--- config.mk ---
export PLATFORM = sky130hd
export DESIGN_NAME = execute_stage
export DESIGN_NICKNAME = d
export VERILOG_FILES = /design/src/rtl/rv32_pkg.sv /design/src/rtl/control_unit.sv /design/src/rtl/reg_file.sv /design/src/rtl/alu.sv /design/src/rtl/branch_res.sv /design/src/rtl/load_store_unit.sv /design/src/rtl/execute_stage.sv
export SDC_FILE = /design/constraint.sdc
export NUM_CORES = 2
export LEC_CHECK = 0
export BUFFER_PORTS_ARGS = -buffer_cell sky130_fd_sc_hd__buf_2
export CORE_MARGIN = 5
export CORE_UTILIZATION = 45
export CTS_CLUSTER_SIZE = 28
export DETAILED_ROUTE_END_ITERATION = 12
export PLACE_DENSITY_LB_ADDON = 0.08
export SLEW_MARGIN = 20
export SYNTH_ARGS = -nofsm -noshare
export SYNTH_HDL_FRONTEND = slang
export SYNTH_SLANG_ARGS = --single-unit
--- constraint.sdc ---
create_clock -name clk -period 11.2 [get_ports clk]
set_input_delay 1.68 -clock clk [delete_from_list [all_inputs] [get_ports clk]]
set_output_delay 1.68 -clock clk [all_outputs]
set_load 0.005 [all_outputs]
--- src/rtl/rv32_pkg.sv ---
// RV32I shared package with word types, opcodes and the decode and control enums
package rv32_pkg;

  // Plain vector types
  typedef logic [31:0] word_t;
  typedef logic [4:0]  reg_idx_t;
  typedef logic [3:0]  byte_en_t;
  typedef logic [6:0]  opcode_t;

  // Major opcodes, instr[6:0]
  localparam opcode_t OP_LUI    = 7'b0110111;
  localparam opcode_t OP_AUIPC  = 7'b0010111;
  localparam opcode_t OP_JAL    = 7'b1101111;
  localparam opcode_t OP_JALR   = 7'b1100111;
  localparam opcode_t OP_BRANCH = 7'b1100011;
  localparam opcode_t OP_LOAD   = 7'b0000011;
  localparam opcode_t OP_STORE  = 7'b0100011;
  localparam opcode_t OP_IMM    = 7'b0010011;
  localparam opcode_t OP_REG    = 7'b0110011;
  localparam opcode_t OP_SYSTEM = 7'b1110011;

  typedef enum logic [3:0] {
    ALU_ADD, ALU_SUB, ALU_AND, ALU_OR, ALU_XOR,
    ALU_SLL, ALU_SRL, ALU_SRA, ALU_SLT, ALU_SLTU
  } alu_op_t;

  // Values follow funct3 of the branch opcode
  typedef enum logic [2:0] {
    BEQ = 3'b000, BNE = 3'b001, BLT = 3'b100,
    BGE = 3'b101, BLTU = 3'b110, BGEU = 3'b111
  } branch_type_t;

  // Values follow funct3, stores reuse LB, LH and LW
  typedef enum logic [2:0] {
    LB = 3'b000, LH = 3'b001, LW = 3'b010, LBU = 3'b100, LHU = 3'b101
  } load_type_t;

  typedef enum logic {A_RS1, A_PC} alu_a_sel_t;

  typedef enum logic [1:0] {B_RS2, B_IMM_I, B_IMM_S, B_IMM_U} alu_b_sel_t;

  typedef enum logic [1:0] {WB_ALU, WB_LOAD, WB_PC4, WB_IMM_U} wb_sel_t;

  // Wishbone master states
  typedef enum logic {LSU_IDLE, LSU_WAIT} lsu_state_t;

endpackage

--- src/rtl/control_unit.sv ---
// RV32I decoder producing immediates, operand and write-back selects and exception flags
`timescale 1ns/100ps

module control_unit import rv32_pkg::*; (
  input  word_t      instr,
  output word_t      imm_i,
  output word_t      imm_s,
  output word_t      imm_b,
  output word_t      imm_j,
  output word_t      imm_u,
  output alu_op_t    alu_op,
  output alu_a_sel_t alu_a_sel,
  output alu_b_sel_t alu_b_sel,
  output wb_sel_t    wb_sel,
  output load_type_t load_type,
  output reg_idx_t   rd,
  output reg_idx_t   rs1,
  output reg_idx_t   rs2,
  output logic       wen,
  output logic       dren,
  output logic       dwen,
  output logic       branch,
  output logic       jump,
  output logic       jalr,
  output logic       halt,
  output logic       illegal_insn
);

  opcode_t    opcode;
  logic [2:0] funct3;
  logic [6:0] funct7;

  // Shared ALU op decode for register and immediate forms
  function automatic alu_op_t alu_decode(input logic [2:0] f3, input logic alt);
    case (f3)
      3'b000:  return alt ? ALU_SUB : ALU_ADD;
      3'b001:  return ALU_SLL;
      3'b010:  return ALU_SLT;
      3'b011:  return ALU_SLTU;
      3'b100:  return ALU_XOR;
      3'b101:  return alt ? ALU_SRA : ALU_SRL;
      3'b110:  return ALU_OR;
      default: return ALU_AND;
    endcase
  endfunction

  assign opcode = instr[6:0];
  assign funct3 = instr[14:12];
  assign funct7 = instr[31:25];
  assign rd     = instr[11:7];
  assign rs1    = instr[19:15];
  assign rs2    = instr[24:20];
  assign load_type = load_type_t'(funct3);

  // Sign-extended immediates for every format
  assign imm_i = {{20{instr[31]}}, instr[31:20]};
  assign imm_s = {{20{instr[31]}}, instr[31:25], instr[11:7]};
  assign imm_b = {{19{instr[31]}}, instr[31], instr[7], instr[30:25], instr[11:8], 1'b0};
  assign imm_j = {{11{instr[31]}}, instr[31], instr[19:12], instr[20], instr[30:21], 1'b0};
  assign imm_u = {instr[31:12], 12'b0};

  always_comb begin
    alu_op       = ALU_ADD;
    alu_a_sel    = A_RS1;
    alu_b_sel    = B_IMM_I;
    wb_sel       = WB_ALU;
    wen          = 1'b0;
    dren         = 1'b0;
    dwen         = 1'b0;
    branch       = 1'b0;
    jump         = 1'b0;
    jalr         = 1'b0;
    halt         = 1'b0;
    illegal_insn = 1'b0;
    case (opcode)
      OP_LUI: begin
        wen    = 1'b1;
        wb_sel = WB_IMM_U;
      end
      OP_AUIPC: begin
        wen       = 1'b1;
        alu_a_sel = A_PC;
        alu_b_sel = B_IMM_U;
      end
      OP_JAL: begin
        wen    = 1'b1;
        jump   = 1'b1;
        wb_sel = WB_PC4;
      end
      OP_JALR: begin
        wen          = 1'b1;
        jump         = 1'b1;
        jalr         = 1'b1;
        wb_sel       = WB_PC4;
        illegal_insn = (funct3 != 3'b000);
      end
      OP_BRANCH: begin
        branch = 1'b1;
        // funct3 010 and 011 are unassigned
        illegal_insn = (funct3[2:1] == 2'b01);
      end
      OP_LOAD: begin
        wen    = 1'b1;
        dren   = 1'b1;
        wb_sel = WB_LOAD;
        illegal_insn = (funct3 == 3'b011) || (funct3[2:1] == 2'b11);
      end
      OP_STORE: begin
        dwen      = 1'b1;
        alu_b_sel = B_IMM_S;
        illegal_insn = (funct3[2] || funct3 == 3'b011);
      end
      OP_IMM: begin
        wen = 1'b1;
        // Only SRAI takes the alternate bit, as ADDI has no SUB form
        alu_op = alu_decode(funct3, instr[30] && funct3 == 3'b101);
        if (funct3 == 3'b001) begin
          illegal_insn = (funct7 != 7'b0);
        end else if (funct3 == 3'b101) begin
          illegal_insn = (funct7 != 7'b0) && (funct7 != 7'b0100000);
        end
      end
      OP_REG: begin
        wen       = 1'b1;
        alu_b_sel = B_RS2;
        alu_op    = alu_decode(funct3, instr[30]);
        illegal_insn = (funct7 != 7'b0) &&
                       !(funct7 == 7'b0100000 && (funct3 == 3'b000 || funct3 == 3'b101));
      end
      OP_SYSTEM: begin
        // ECALL and EBREAK stop the core, CSR access is not supported
        halt         = (instr == 32'h0000_0073) || (instr == 32'h0010_0073);
        illegal_insn = !halt;
      end
      default: illegal_insn = 1'b1;
    endcase
    // Illegal encodings must leave no side effect
    if (illegal_insn) begin
      wen    = 1'b0;
      dren   = 1'b0;
      dwen   = 1'b0;
      branch = 1'b0;
      jump   = 1'b0;
      jalr   = 1'b0;
      halt   = 1'b0;
    end
  end

  // A single decode never issues both a load and a store
  always_comb begin
    assert (!(dren && dwen)) else $error("load and store decoded together");
  end

endmodule

--- src/rtl/reg_file.sv ---
// 32-entry integer register file with two async reads and one sync write, x0 fixed at zero
`timescale 1ns/100ps

module reg_file import rv32_pkg::*; (
  input  logic     clk,
  input  logic     rst,
  input  reg_idx_t rs1,
  input  reg_idx_t rs2,
  input  reg_idx_t rd,
  input  logic     wen,
  input  word_t    w_data,
  output word_t    rs1_data,
  output word_t    rs2_data
);

  word_t regs [32];

  always_ff @(posedge clk) begin
    if (rst) begin
      for (int i = 0; i < 32; i++) begin
        regs[i] <= '0;
      end
    end else if (wen && rd != '0) begin
      // x0 is never written so it reads back zero
      regs[rd] <= w_data;
    end
  end

  assign rs1_data = regs[rs1];
  assign rs2_data = regs[rs2];

endmodule

--- src/rtl/alu.sv ---
// RV32I integer ALU covering add, sub, logic, shifts and set-less-than
`timescale 1ns/100ps

module alu import rv32_pkg::*; (
  input  alu_op_t alu_op,
  input  word_t   port_a,
  input  word_t   port_b,
  output word_t   port_out
);

  logic [4:0] shamt;

  // Shift amount is the low five bits only
  assign shamt = port_b[4:0];

  always_comb begin
    case (alu_op)
      ALU_ADD:  port_out = port_a + port_b;
      ALU_SUB:  port_out = port_a - port_b;
      ALU_AND:  port_out = port_a & port_b;
      ALU_OR:   port_out = port_a | port_b;
      ALU_XOR:  port_out = port_a ^ port_b;
      ALU_SLL:  port_out = port_a << shamt;
      ALU_SRL:  port_out = port_a >> shamt;
      // Arithmetic shift keeps the sign
      ALU_SRA:  port_out = word_t'($signed(port_a) >>> shamt);
      ALU_SLT:  port_out = {31'b0, $signed(port_a) < $signed(port_b)};
      ALU_SLTU: port_out = {31'b0, port_a < port_b};
      default:  port_out = '0;
    endcase
  end

endmodule

--- src/rtl/branch_res.sv ---
// Branch condition check and branch, JAL and JALR target calculation
`timescale 1ns/100ps

module branch_res import rv32_pkg::*; (
  input  word_t        rs1_data,
  input  word_t        rs2_data,
  input  word_t        pc,
  input  word_t        imm_b,
  input  word_t        imm_j,
  input  word_t        imm_i,
  input  branch_type_t branch_type,
  input  logic         branch,
  input  logic         jump,
  input  logic         jalr,
  output logic         taken,
  output word_t        target
);

  logic cond;
  word_t jalr_sum;

  always_comb begin
    case (branch_type)
      BEQ:     cond = (rs1_data == rs2_data);
      BNE:     cond = (rs1_data != rs2_data);
      BLT:     cond = ($signed(rs1_data) < $signed(rs2_data));
      BGE:     cond = ($signed(rs1_data) >= $signed(rs2_data));
      BLTU:    cond = (rs1_data < rs2_data);
      BGEU:    cond = (rs1_data >= rs2_data);
      default: cond = 1'b0;
    endcase
  end

  // Jumps are unconditional
  assign taken = jump | (branch & cond);

  // JALR drops bit 0 of the sum
  assign jalr_sum = rs1_data + imm_i;

  always_comb begin
    if (jalr) target = {jalr_sum[31:1], 1'b0};
    else if (jump) target = pc + imm_j;
    else target = pc + imm_b;
  end

endmodule

--- src/rtl/load_store_unit.sv ---
// Load/store unit with lane steering, misalignment check and a Wishbone classic master
`timescale 1ns/100ps

module load_store_unit import rv32_pkg::*; (
  input  logic       clk,
  input  logic       rst,
  input  logic       dren,
  input  logic       dwen,
  input  word_t      addr,
  input  word_t      store_data,
  input  load_type_t load_type,
  input  word_t      dat_r,
  input  logic       ack,
  output logic       cyc,
  output logic       stb,
  output logic       we,
  output word_t      adr,
  output byte_en_t   sel,
  output word_t      dat_w,
  output word_t      load_data,
  output logic       busy,
  output logic       done,
  output logic       mal_load,
  output logic       mal_store
);

  lsu_state_t state, next_state;
  logic [1:0] offset;
  logic       misaligned;
  logic       req;
  word_t      shifted;

  assign offset = addr[1:0];

  // Stores share the load encoding for lane enables
  always_comb begin
    case (load_type)
      LB, LBU: sel = byte_en_t'(4'b0001 << offset);
      LH, LHU: sel = offset[1] ? 4'b1100 : 4'b0011;
      LW:      sel = 4'b1111;
      default: sel = 4'b0000;
    endcase
  end

  // Word needs offset 0 and half needs an even offset
  assign misaligned = (load_type == LW && offset != 2'b00) ||
                      ((load_type == LH || load_type == LHU) && offset[0]);
  assign mal_load  = dren & misaligned;
  assign mal_store = dwen & misaligned;
  assign req       = (dren | dwen) & ~misaligned;

  // Replicate narrow store data so every lane holds it
  always_comb begin
    case (load_type)
      LB:      dat_w = {4{store_data[7:0]}};
      LH:      dat_w = {2{store_data[15:0]}};
      default: dat_w = store_data;
    endcase
  end

  // Bring the addressed lane down to bit 0 and extend it
  assign shifted = dat_r >> {offset, 3'b000};
  always_comb begin
    case (load_type)
      LB:      load_data = {{24{shifted[7]}}, shifted[7:0]};
      LBU:     load_data = {24'b0, shifted[7:0]};
      LH:      load_data = {{16{shifted[15]}}, shifted[15:0]};
      LHU:     load_data = {16'b0, shifted[15:0]};
      default: load_data = dat_r;
    endcase
  end

  always_ff @(posedge clk) begin
    if (rst) state <= LSU_IDLE;
    else state <= next_state;
  end

  always_comb begin
    next_state = state;
    case (state)
      LSU_IDLE: if (req && !ack) next_state = LSU_WAIT;
      LSU_WAIT: if (ack) next_state = LSU_IDLE;
      default:  next_state = LSU_IDLE;
    endcase
  end

  // Cycle opens combinationally so the slave sees it at the first edge
  assign cyc  = (state == LSU_WAIT) | req;
  assign stb  = cyc;
  assign we   = dwen;
  assign adr  = {addr[31:2], 2'b00};
  assign busy = cyc & ~ack;
  assign done = cyc & ack;

  // Strobe only inside a bus cycle
  a_stb_in_cyc: assert property (@(posedge clk) disable iff (rst) $rose(stb) |-> cyc);

  // Address and data stay put until the slave answers
  a_hold: assert property (@(posedge clk) disable iff (rst)
    cyc && !ack |=> cyc && $stable(adr) && $stable(dat_w) && $stable(sel));

endmodule

--- src/rtl/execute_stage.sv ---
// Execute stage with decode, register file, ALU, branch resolution and load/store
`timescale 1ns/100ps

module execute_stage import rv32_pkg::*; (
  input  logic     clk,
  input  logic     rst,
  input  logic     instr_valid,
  input  word_t    instr,
  input  word_t    pc,
  input  word_t    pc4,
  input  logic     prediction,
  output logic     cyc,
  output logic     stb,
  output logic     we,
  output word_t    adr,
  output byte_en_t sel,
  output word_t    dat_w,
  input  word_t    dat_r,
  input  logic     ack,
  output logic     ready,
  output word_t    redirect_addr,
  output logic     mispredict,
  output logic     commit_valid,
  output reg_idx_t commit_rd,
  output word_t    commit_data,
  output logic     halt,
  output logic     illegal_insn,
  output logic     mal_load,
  output logic     mal_store
);

  word_t imm_i, imm_s, imm_b, imm_j, imm_u;
  alu_op_t alu_op;
  alu_a_sel_t alu_a_sel;
  alu_b_sel_t alu_b_sel;
  wb_sel_t wb_sel;
  load_type_t load_type;
  reg_idx_t rd, rs1, rs2;
  logic cu_wen, cu_dren, cu_dwen, cu_branch, cu_jump, cu_jalr, cu_halt, cu_illegal;
  word_t rs1_data, rs2_data, w_data;
  word_t port_a, port_b, alu_out;
  logic taken;
  word_t target, load_data;
  logic lsu_busy, lsu_done;
  logic rf_wen;

  control_unit i_control_unit (
    .instr, .imm_i, .imm_s, .imm_b, .imm_j, .imm_u, .alu_op, .alu_a_sel, .alu_b_sel,
    .wb_sel, .load_type, .rd, .rs1, .rs2, .wen(cu_wen), .dren(cu_dren), .dwen(cu_dwen),
    .branch(cu_branch), .jump(cu_jump), .jalr(cu_jalr), .halt(cu_halt),
    .illegal_insn(cu_illegal)
  );

  reg_file i_reg_file (
    .clk, .rst, .rs1, .rs2, .rd, .wen(rf_wen), .w_data, .rs1_data, .rs2_data
  );

  // Operand muxes
  assign port_a = (alu_a_sel == A_PC) ? pc : rs1_data;
  always_comb begin
    case (alu_b_sel)
      B_RS2:   port_b = rs2_data;
      B_IMM_I: port_b = imm_i;
      B_IMM_S: port_b = imm_s;
      default: port_b = imm_u;
    endcase
  end

  alu i_alu (.alu_op, .port_a, .port_b, .port_out(alu_out));

  // Branch type is funct3 itself
  branch_res i_branch_res (
    .rs1_data, .rs2_data, .pc, .imm_b, .imm_j, .imm_i,
    .branch_type(branch_type_t'(instr[14:12])), .branch(cu_branch), .jump(cu_jump),
    .jalr(cu_jalr), .taken, .target
  );

  // Requests only go out for a valid instruction
  load_store_unit i_load_store_unit (
    .clk, .rst, .dren(cu_dren & instr_valid), .dwen(cu_dwen & instr_valid),
    .addr(alu_out), .store_data(rs2_data), .load_type, .dat_r, .ack, .cyc, .stb, .we,
    .adr, .sel, .dat_w, .load_data, .busy(lsu_busy), .done(lsu_done), .mal_load, .mal_store
  );

  always_comb begin
    case (wb_sel)
      WB_ALU:  w_data = alu_out;
      WB_LOAD: w_data = load_data;
      WB_PC4:  w_data = pc4;
      default: w_data = imm_u;
    endcase
  end

  // Loads write back only in the ack cycle
  assign rf_wen = cu_wen & instr_valid & ~lsu_busy & ~mal_load & (~cu_dren | lsu_done);

  assign ready         = ~lsu_busy;
  assign redirect_addr = taken ? target : pc4;
  assign mispredict    = instr_valid & (cu_branch | cu_jump) & (prediction ^ taken);
  assign commit_valid  = rf_wen;
  assign commit_rd     = rd;
  assign commit_data   = w_data;
  assign halt          = cu_halt & instr_valid;
  assign illegal_insn  = cu_illegal & instr_valid;

endmodule

=== After elaboration in Yosys (flattened, before gate mapping) ===
Memories as Yosys holds them, arrays and structs flattened.
Cells that the tools add are included.

* Memory bits (writable): 1024
* Bits in registers: 1
* Memories: 1
* Input port bits: 133

* Shifts and indexed selects: 5
* Bitwise logic cells: 31
* Magnitude comparators: 6
* Add/subtract/negate cells: 5
* Mux-type cells: 50
* Reduce and logical (&&, ||, !) cells: 31
* Equality and inequality tests: 38

{| class="wikitable"
|+ Memory list
! name !! depth !! width !! rd ports !! clocked after Yosys merged registers in !! write ports !! line !! text
|-
| i_reg_file.regs || 32 || 32 || 2 || 0 || 32 || reg_file.sv:16 || <nowiki>word_t regs [32];</nowiki>
|}

{| class="wikitable"
|+ Operators with widths
! cell !! number
|-
| 32-bit one-hot mux with 10 select lines || 1
|-
| 32-bit one-hot mux with 3 select lines || 2
|-
| 32-bit two-way mux || 5
|-
| 32-bit adder || 4
|-
| 32-bit < comparator || 4
|-
| 32-bit one-hot mux with 4 select lines || 1
|-
| 32-bit >= comparator || 2
|-
| 32-bit one-hot mux with 2 select lines || 1
|-
| 4-bit one-hot mux with 7 select lines || 2
|-
| 32-bit AND || 1
|-
| 32-bit by 21-bit equality test with 1-bit output, second input constant || 1
|-
| 32-bit equality test || 1
|-
| 32-bit by 7-bit equality test with 1-bit output, second input constant || 1
|-
| 32-bit inequality test || 1
|-
| 32-bit OR || 1
|-
| 32-bit OR reduction || 1
|-
| 32-bit by 5-bit << shifter with 32-bit output || 1
|-
| 32-bit by 5-bit >> shifter with 16-bit output || 1
|-
| 32-bit by 5-bit >> shifter with 32-bit output || 1
|-
| 32-bit by 5-bit >>> shifter with 32-bit output || 1
|-
| 32-bit subtractor || 1
|-
| 32-bit XOR || 1
|-
| 1-bit two-way mux || 29
|-
| 7-bit by 6-bit equality test with 1-bit output, second input constant || 4
|-
| 39 further kinds || 98
|}

=== Logic depth before layout (Yosys ltp) ===
* Word-level depth: 24
* Gate-level depth with buffers: 35

=== Cells and area by module ===
From an unflattened synthesis, not the netlist that was laid out.

* Cell total of the unflattened synthesis: 7134
* Area total of the unflattened synthesis: 74685.4 sq um

{| class="wikitable"
|+ By module, submodules not included
! module !! times used !! seq. area each (sq um) !! area each (sq um) !! cells each
|-
| reg_file || 1 || 30749.5 || 55888.6 || 4605
|-
| alu || 1 || 0.0 || 8185.4 || 1229
|-
| branch_res || 1 || 0.0 || 4773.3 || 664
|-
| execute_stage || 1 || 0.0 || 2451.1 || 161
|-
| control_unit || 1 || 0.0 || 1786.7 || 249
|-
| load_store_unit || 1 || 20.0 || 1600.3 || 226
|}

=== Least setup slack after synthesis ===
Ideal clock, no wire load.

* Kind: input -> output
* Start point: input instr[20]
* End point: output commit_data[7]
* Buffers on the path: 8
* Data required time: 9.520 ns
* Slack: 0.827 ns
* Arrival: 8.693 ns
* Cell stages on the path: 29
* Cells stage by stage: buf_6 buf_12 buf_2 clkbuf_1 buf_1 mux4_2 mux4_2 mux2i_1 inv_1 a21boi_0 ha_1 clkbuf_1 nand2b_1 a211oi_1 or4_1 nor2_1 o22a_1 a21oi_1 o21ai_0 a311oi_1 o41ai_1 and3_1 buf_6 mux2i_4 mux2i_2 mux2_2 a222oi_1 buf_6 inv_2

* Longest elaborated chain between the ends: 7
* Elaborated cells on any way between the ends: 16
* Those cells by class: add/sub (2); order compare (2); shift (4); mux (4); bitwise (3); memory (1)

{| class="wikitable"
|+ Ends and longest elaborated chain
! element !! line !! text
|-
| from (decl) || execute_stage.sv:8 || <nowiki>input word_t instr,</nowiki>
|-
| memory 32 x 32 bit || -- ||
|-
| 32-bit one-hot mux with 3 select lines * || execute_stage.sv:61 || <nowiki>case (alu_b_sel)</nowiki>
|-
| 32-bit subtractor, or another cell as far along || alu.sv:19 || <nowiki>ALU_SUB: port_out = port_a - port_b;</nowiki>
|-
| 32-bit one-hot mux with 10 select lines * || alu.sv:17 || <nowiki>case (alu_op)</nowiki>
|-
| 32-bit by 5-bit >> shifter with 16-bit output || load_store_unit.sv:62 || <nowiki>assign shifted = dat_r >> {offset, 3'b000};</nowiki>
|-
| 32-bit one-hot mux with 4 select lines || load_store_unit.sv:64 || <nowiki>case (load_type)</nowiki>
|-
| 32-bit one-hot mux with 3 select lines * || execute_stage.sv:86 || <nowiki>case (wb_sel)</nowiki>
|-
| to (decl) || execute_stage.sv:25 || <nowiki>output word_t commit_data,</nowiki>
|}

Mark *: on every way between the ends. The rest lies on a longest branch, timed or not.

=== Worst setup path after layout ===
* Start point: input instr[17]
* End point: output commit_data[30]

* Longest elaborated chain between the ends: 7
* Elaborated cells on any way between the ends: 17
* Those cells by class: add/sub (2); order compare (2); shift (4); mux (5); bitwise (3); memory (1)

{| class="wikitable"
|+ Ends and longest elaborated chain
! element !! line !! text
|-
| memory 32 x 32 bit || -- ||
|-
| 32-bit two-way mux || execute_stage.sv:59 || <nowiki>assign port_a = (alu_a_sel == A_PC) ? pc : rs1_data;</nowiki>
|-
| 32-bit subtractor, or another cell as far along || alu.sv:19 ||
|-
| 32-bit one-hot mux with 10 select lines * || alu.sv:17 ||
|-
| 32-bit by 5-bit >> shifter with 16-bit output || load_store_unit.sv:62 ||
|-
| 32-bit one-hot mux with 4 select lines || load_store_unit.sv:64 ||
|-
| 32-bit one-hot mux with 3 select lines * || execute_stage.sv:86 ||
|}

Marked as above.

==> flow_metrics.py <==
metrics = {
    "timing": {
        "fin_worst_skew_ns": 0.0897,
        "hold_viol_final": 0,
        "setup_viol": 0,
        "timing.setup.tns_ns": 0,
        "slew_headroom": 0.136,
        "hold_slack_ns": 0.964,
        "grt_setup_unrepaired": "no",
        "tightest_slew_ns": 1.29,
        "fmax_mhz": 91.1,
        "period_share": 0.980,
        "finalCriticalPeriod_ns": 10.98,
        "drv_slew": 0,
    },
    "critical_path": {
        "r2r_cells": 23,
        "reg2reg_slack_ns": 3.13,
        "critPathLaunch": "instr[17]",
        "cp_top_family": "compound AO/OA/AOI/OAI gates",
        "crit_path_max_fanout": 19,
        "path_depth": 25,
        "rr_startpoint": "i_reg_file.regs[12][7]",
        "crit_slowest_cell": "nand4_1",
        "crit_path_end": "commit_data[30]",
        "path_buf_inv": 8,
        "end_kind": "output port",
        "cp-start-kind": "input port",
        "path_class": "in -> out",
        "required_ns": 9.52,
        "timing.rr.end": "i_reg_file.regs[16][2]",
        "critPathArrivalTime_ns": 9.30,
        "cp_common_cell": "buf_4",
        "slowest_delay_ns": 0.77,
    },
    "layout": {
        "layout_common_cells": "1,154 x nor2_1, 1,024 x edfxtp_1, 441 x mux2i_1",
        "layout_commonest_cell": "nor2_1",
        "final_nets": 6653,
        "drive_gt1_frac": 0.242,
        "area_growth_pct": 13.2,
        "post-route-util": 0.513,
    },
    "placed_design": {
        "place_congestion": 1.06,
        "dp_hpwl_um": 241000,
        "portBuffers": 277,
    },
    "route": {
        "drtAntennaViolNets": 0,
        "firstDrtPassIters": 6,
        "dr.first_iter.drc_count": 8685,
        "drc": 0,
        "drt_wl_total_um": 339000,
        "via_per_inst": 6.86,
        "vias": 58097,
        "avgRoutedWirePerCell_um": 40.0,
    },
    "cts": {
        "clock-sinks": 1025,
        "cts-root-buf": "clkbuf_16",
        "cts_tree": "yes",
        "hold_buffers": 0,
        "cts_buffers": 109,
        "clk_pin_slew_worst_paths_ns": 0.08,
        "h-tree-depth": 3,
        "clk-insertion-delay-late_ns": 0.79,
        "cts_buffer_depth": 3,
    },
    "global_route": {
        "grt.total_usage": 0.409,
        "grt_max_degree": 76,
        "antenna_found_initial": 19,
        "gr-total-overflow": 0,
        "first_global_vias": 55218,
        "grt_pass1_wl_um": 462000,
        "use_met1": 0.530,
        "grtUsageMet2": 0.618,
        "grt_use_met3": 0.109,
        "top_usage_layer": "met2",
    },
    "synth": {
        "synth_warnings": 0,
        "seq_area_frac_synth": 0.447,
        "ys.flop_type": "edfxtp_1",
        "netlist_area_mm2": 0.0688,
        "ys_types": 109,
        "async_flop_share": 0,
        "synth_area_per_cell_um2": 11.3,
        "synthCells": 6068,
        "synth-seq-cells": 1025,
        "synth_edf_count": 1024,
    },
    "die": {
        "die_h_um": 401,
        "dieArea_mm2": 0.161,
        "rows": 143,
        "core_mm2": 0.152,
        "fp.dieW_um": 401,
        "start_util": 0.453,
        "io_pins": 280,
    },
    "pwr": {
        "p_leak_uw": 0.0305,
        "power_density_mw_per_mm2": 152,
        "ir_worst_vdd_mv": 0.130,
    },
    "job": {
        "drv_cap": 0,
    },
    "worst_hold_path": {
        "hold_class": "reg -> reg",
    },
    "outcome": {
        "status": "finished clean",
    },
}
## logic make-up (layout without fill, tap and decap cells)
group,after synthesis,in the layout,share of synthesized area
AO/OA/AOI/OAI,1108,1108,0.112
XOR/XNOR,80,80,0.0102
adder cells (fa/ha/maj),193,193,0.0355
buffers and inverters,719,1034,0.0513
flip-flops,1025,1025,0.447
multiplexers,945,945,0.219
other,1,53,0.0000545
AND/OR/NAND/NOR,1997,1998,0.126
## through the flow
stage	worst slack, ns	instances	power, µW	cell area [µm²]
2_1_floorplan	0.827	6101	6380	68900
3_3_place_gp	-0.0762	8243	8060	74100
3_5_place_dp	-0.0500	8243	8050	74100
4_1_cts	0.0867	8444	11700	77800
5_1_grt	0.0703	8454	12100	77800
6_report	0.225	8466	11800	77900
## per-layer routing
| layer | vias to the layer above | wire length (µm) |
|---|---|---|
| met5 | - | 53 |
| met4 | 10 | 24800 |
| met3 | 856 | 39700 |
| met2 | 4329 | 148000 |
| met1 | 29429 | 126000 |
| li1 | 23473 | - |
## worst min path at each step
stage	to	depth (start not counted)	start	slack, ns
final	i_load_store_unit.state	4	i_load_store_unit.state	0.96
after global routing	i_load_store_unit.state	4	i_load_store_unit.state	1.01
after global placement	i_load_store_unit.state	4	i_load_store_unit.state	0.86
after CTS	i_load_store_unit.state	4	i_load_store_unit.state	0.88
after detailed placement	i_load_store_unit.state	4	i_load_store_unit.state	0.87
after floorplan	i_load_store_unit.state	4	i_load_store_unit.state	0.72
## worst reg2reg max path, stage by stage, from the launching register on
cell,delay [ns]
edfxtp_1,0.43
mux4_2,0.48
mux4_2,0.56
mux2i_1,0.43
inv_1,0.14
a21boi_0,0.38
ha_1,0.33
nor2b_1,0.16
a211oi_1,0.07
buf_4,0.16
or4_1,0.49
nor2_1,0.16
o22a_1,0.23
a21oi_1,0.16
o21ai_0,0.29
a311oi_1,0.18
o41ai_2,0.35
nand3_2,0.26
a31oi_4,0.24
nor2_1,0.14
a211o_1,0.53
or4b_2,0.76
nand2b_2,0.48
buf_12,0.26
## report_power, final
group / total [µW] / switching (µW) / leakage [µW] / internal [µW]
Clock: 3720 / 1650 / 0.00174 / 2080
Combinational: 3700 / 2540 / 0.0182 / 1170
Sequential: 4410 / 68.2 / 0.0106 / 4340
## final cells by class
| class | count | area, µm² |
|---|---|---|
| Antenna cell | 19 | 47.5 |
| Clock buffer | 124 | 2780 |
| Clock inverter | 77 | 837 |
| Fill cell | 13539 | 74100 |
| Inverter | 157 | 594 |
| Multi-Input combinational cell | 4358 | 35200 |
| Sequential cell | 1025 | 30800 |
| Tap cell | 2030 | 2540 |
| Timing Repair Buffer | 676 | 5130 |
## repair_timing
| action | CTS | global route |
|---|---|---|
| gates cloned | 0 | 1 |
| hold endpoints to repair | 0 | 0 |
| setup buffers | 0 | 2 |
| pin swaps | 0 | 2 |
| resized for setup | 1 | 5 |
| setup endpoints to repair | 2 | 12 |
## state kept, by name, summed over array words and instances (netlist names)
signal	flops
i_load_store_unit.state	1
i_reg_file.regs	1024
## synthesized netlist by cell type (50+ instances only)
| library cell | number | area [µm²] |
|---|---|---|
| o22ai_1 | 68 | 425 |
| mux2i_1 | 442 | 4420 |
| xnor2_1 | 50 | 438 |
| nand2_1 | 313 | 1170 |
| a22oi_1 | 79 | 593 |
| edfxtp_1 | 1024 | 30700 |
| buf_1 | 59 | 221 |
| clkbuf_1 | 279 | 1050 |
| o211ai_1 | 65 | 488 |
| a21oi_1 | 227 | 1140 |
| nand2b_1 | 71 | 444 |
| o21ai_0 | 201 | 1010 |
| mux2_2 | 58 | 653 |
| nor2_1 | 1164 | 4370 |
| nand3_1 | 86 | 430 |
| buf_2 | 138 | 691 |
| inv_1 | 140 | 526 |
| ha_1 | 189 | 2360 |
| nor3_1 | 143 | 716 |
| mux4_2 | 434 | 9770 |
Note: power is estimated with default switching activity, not from simulation.
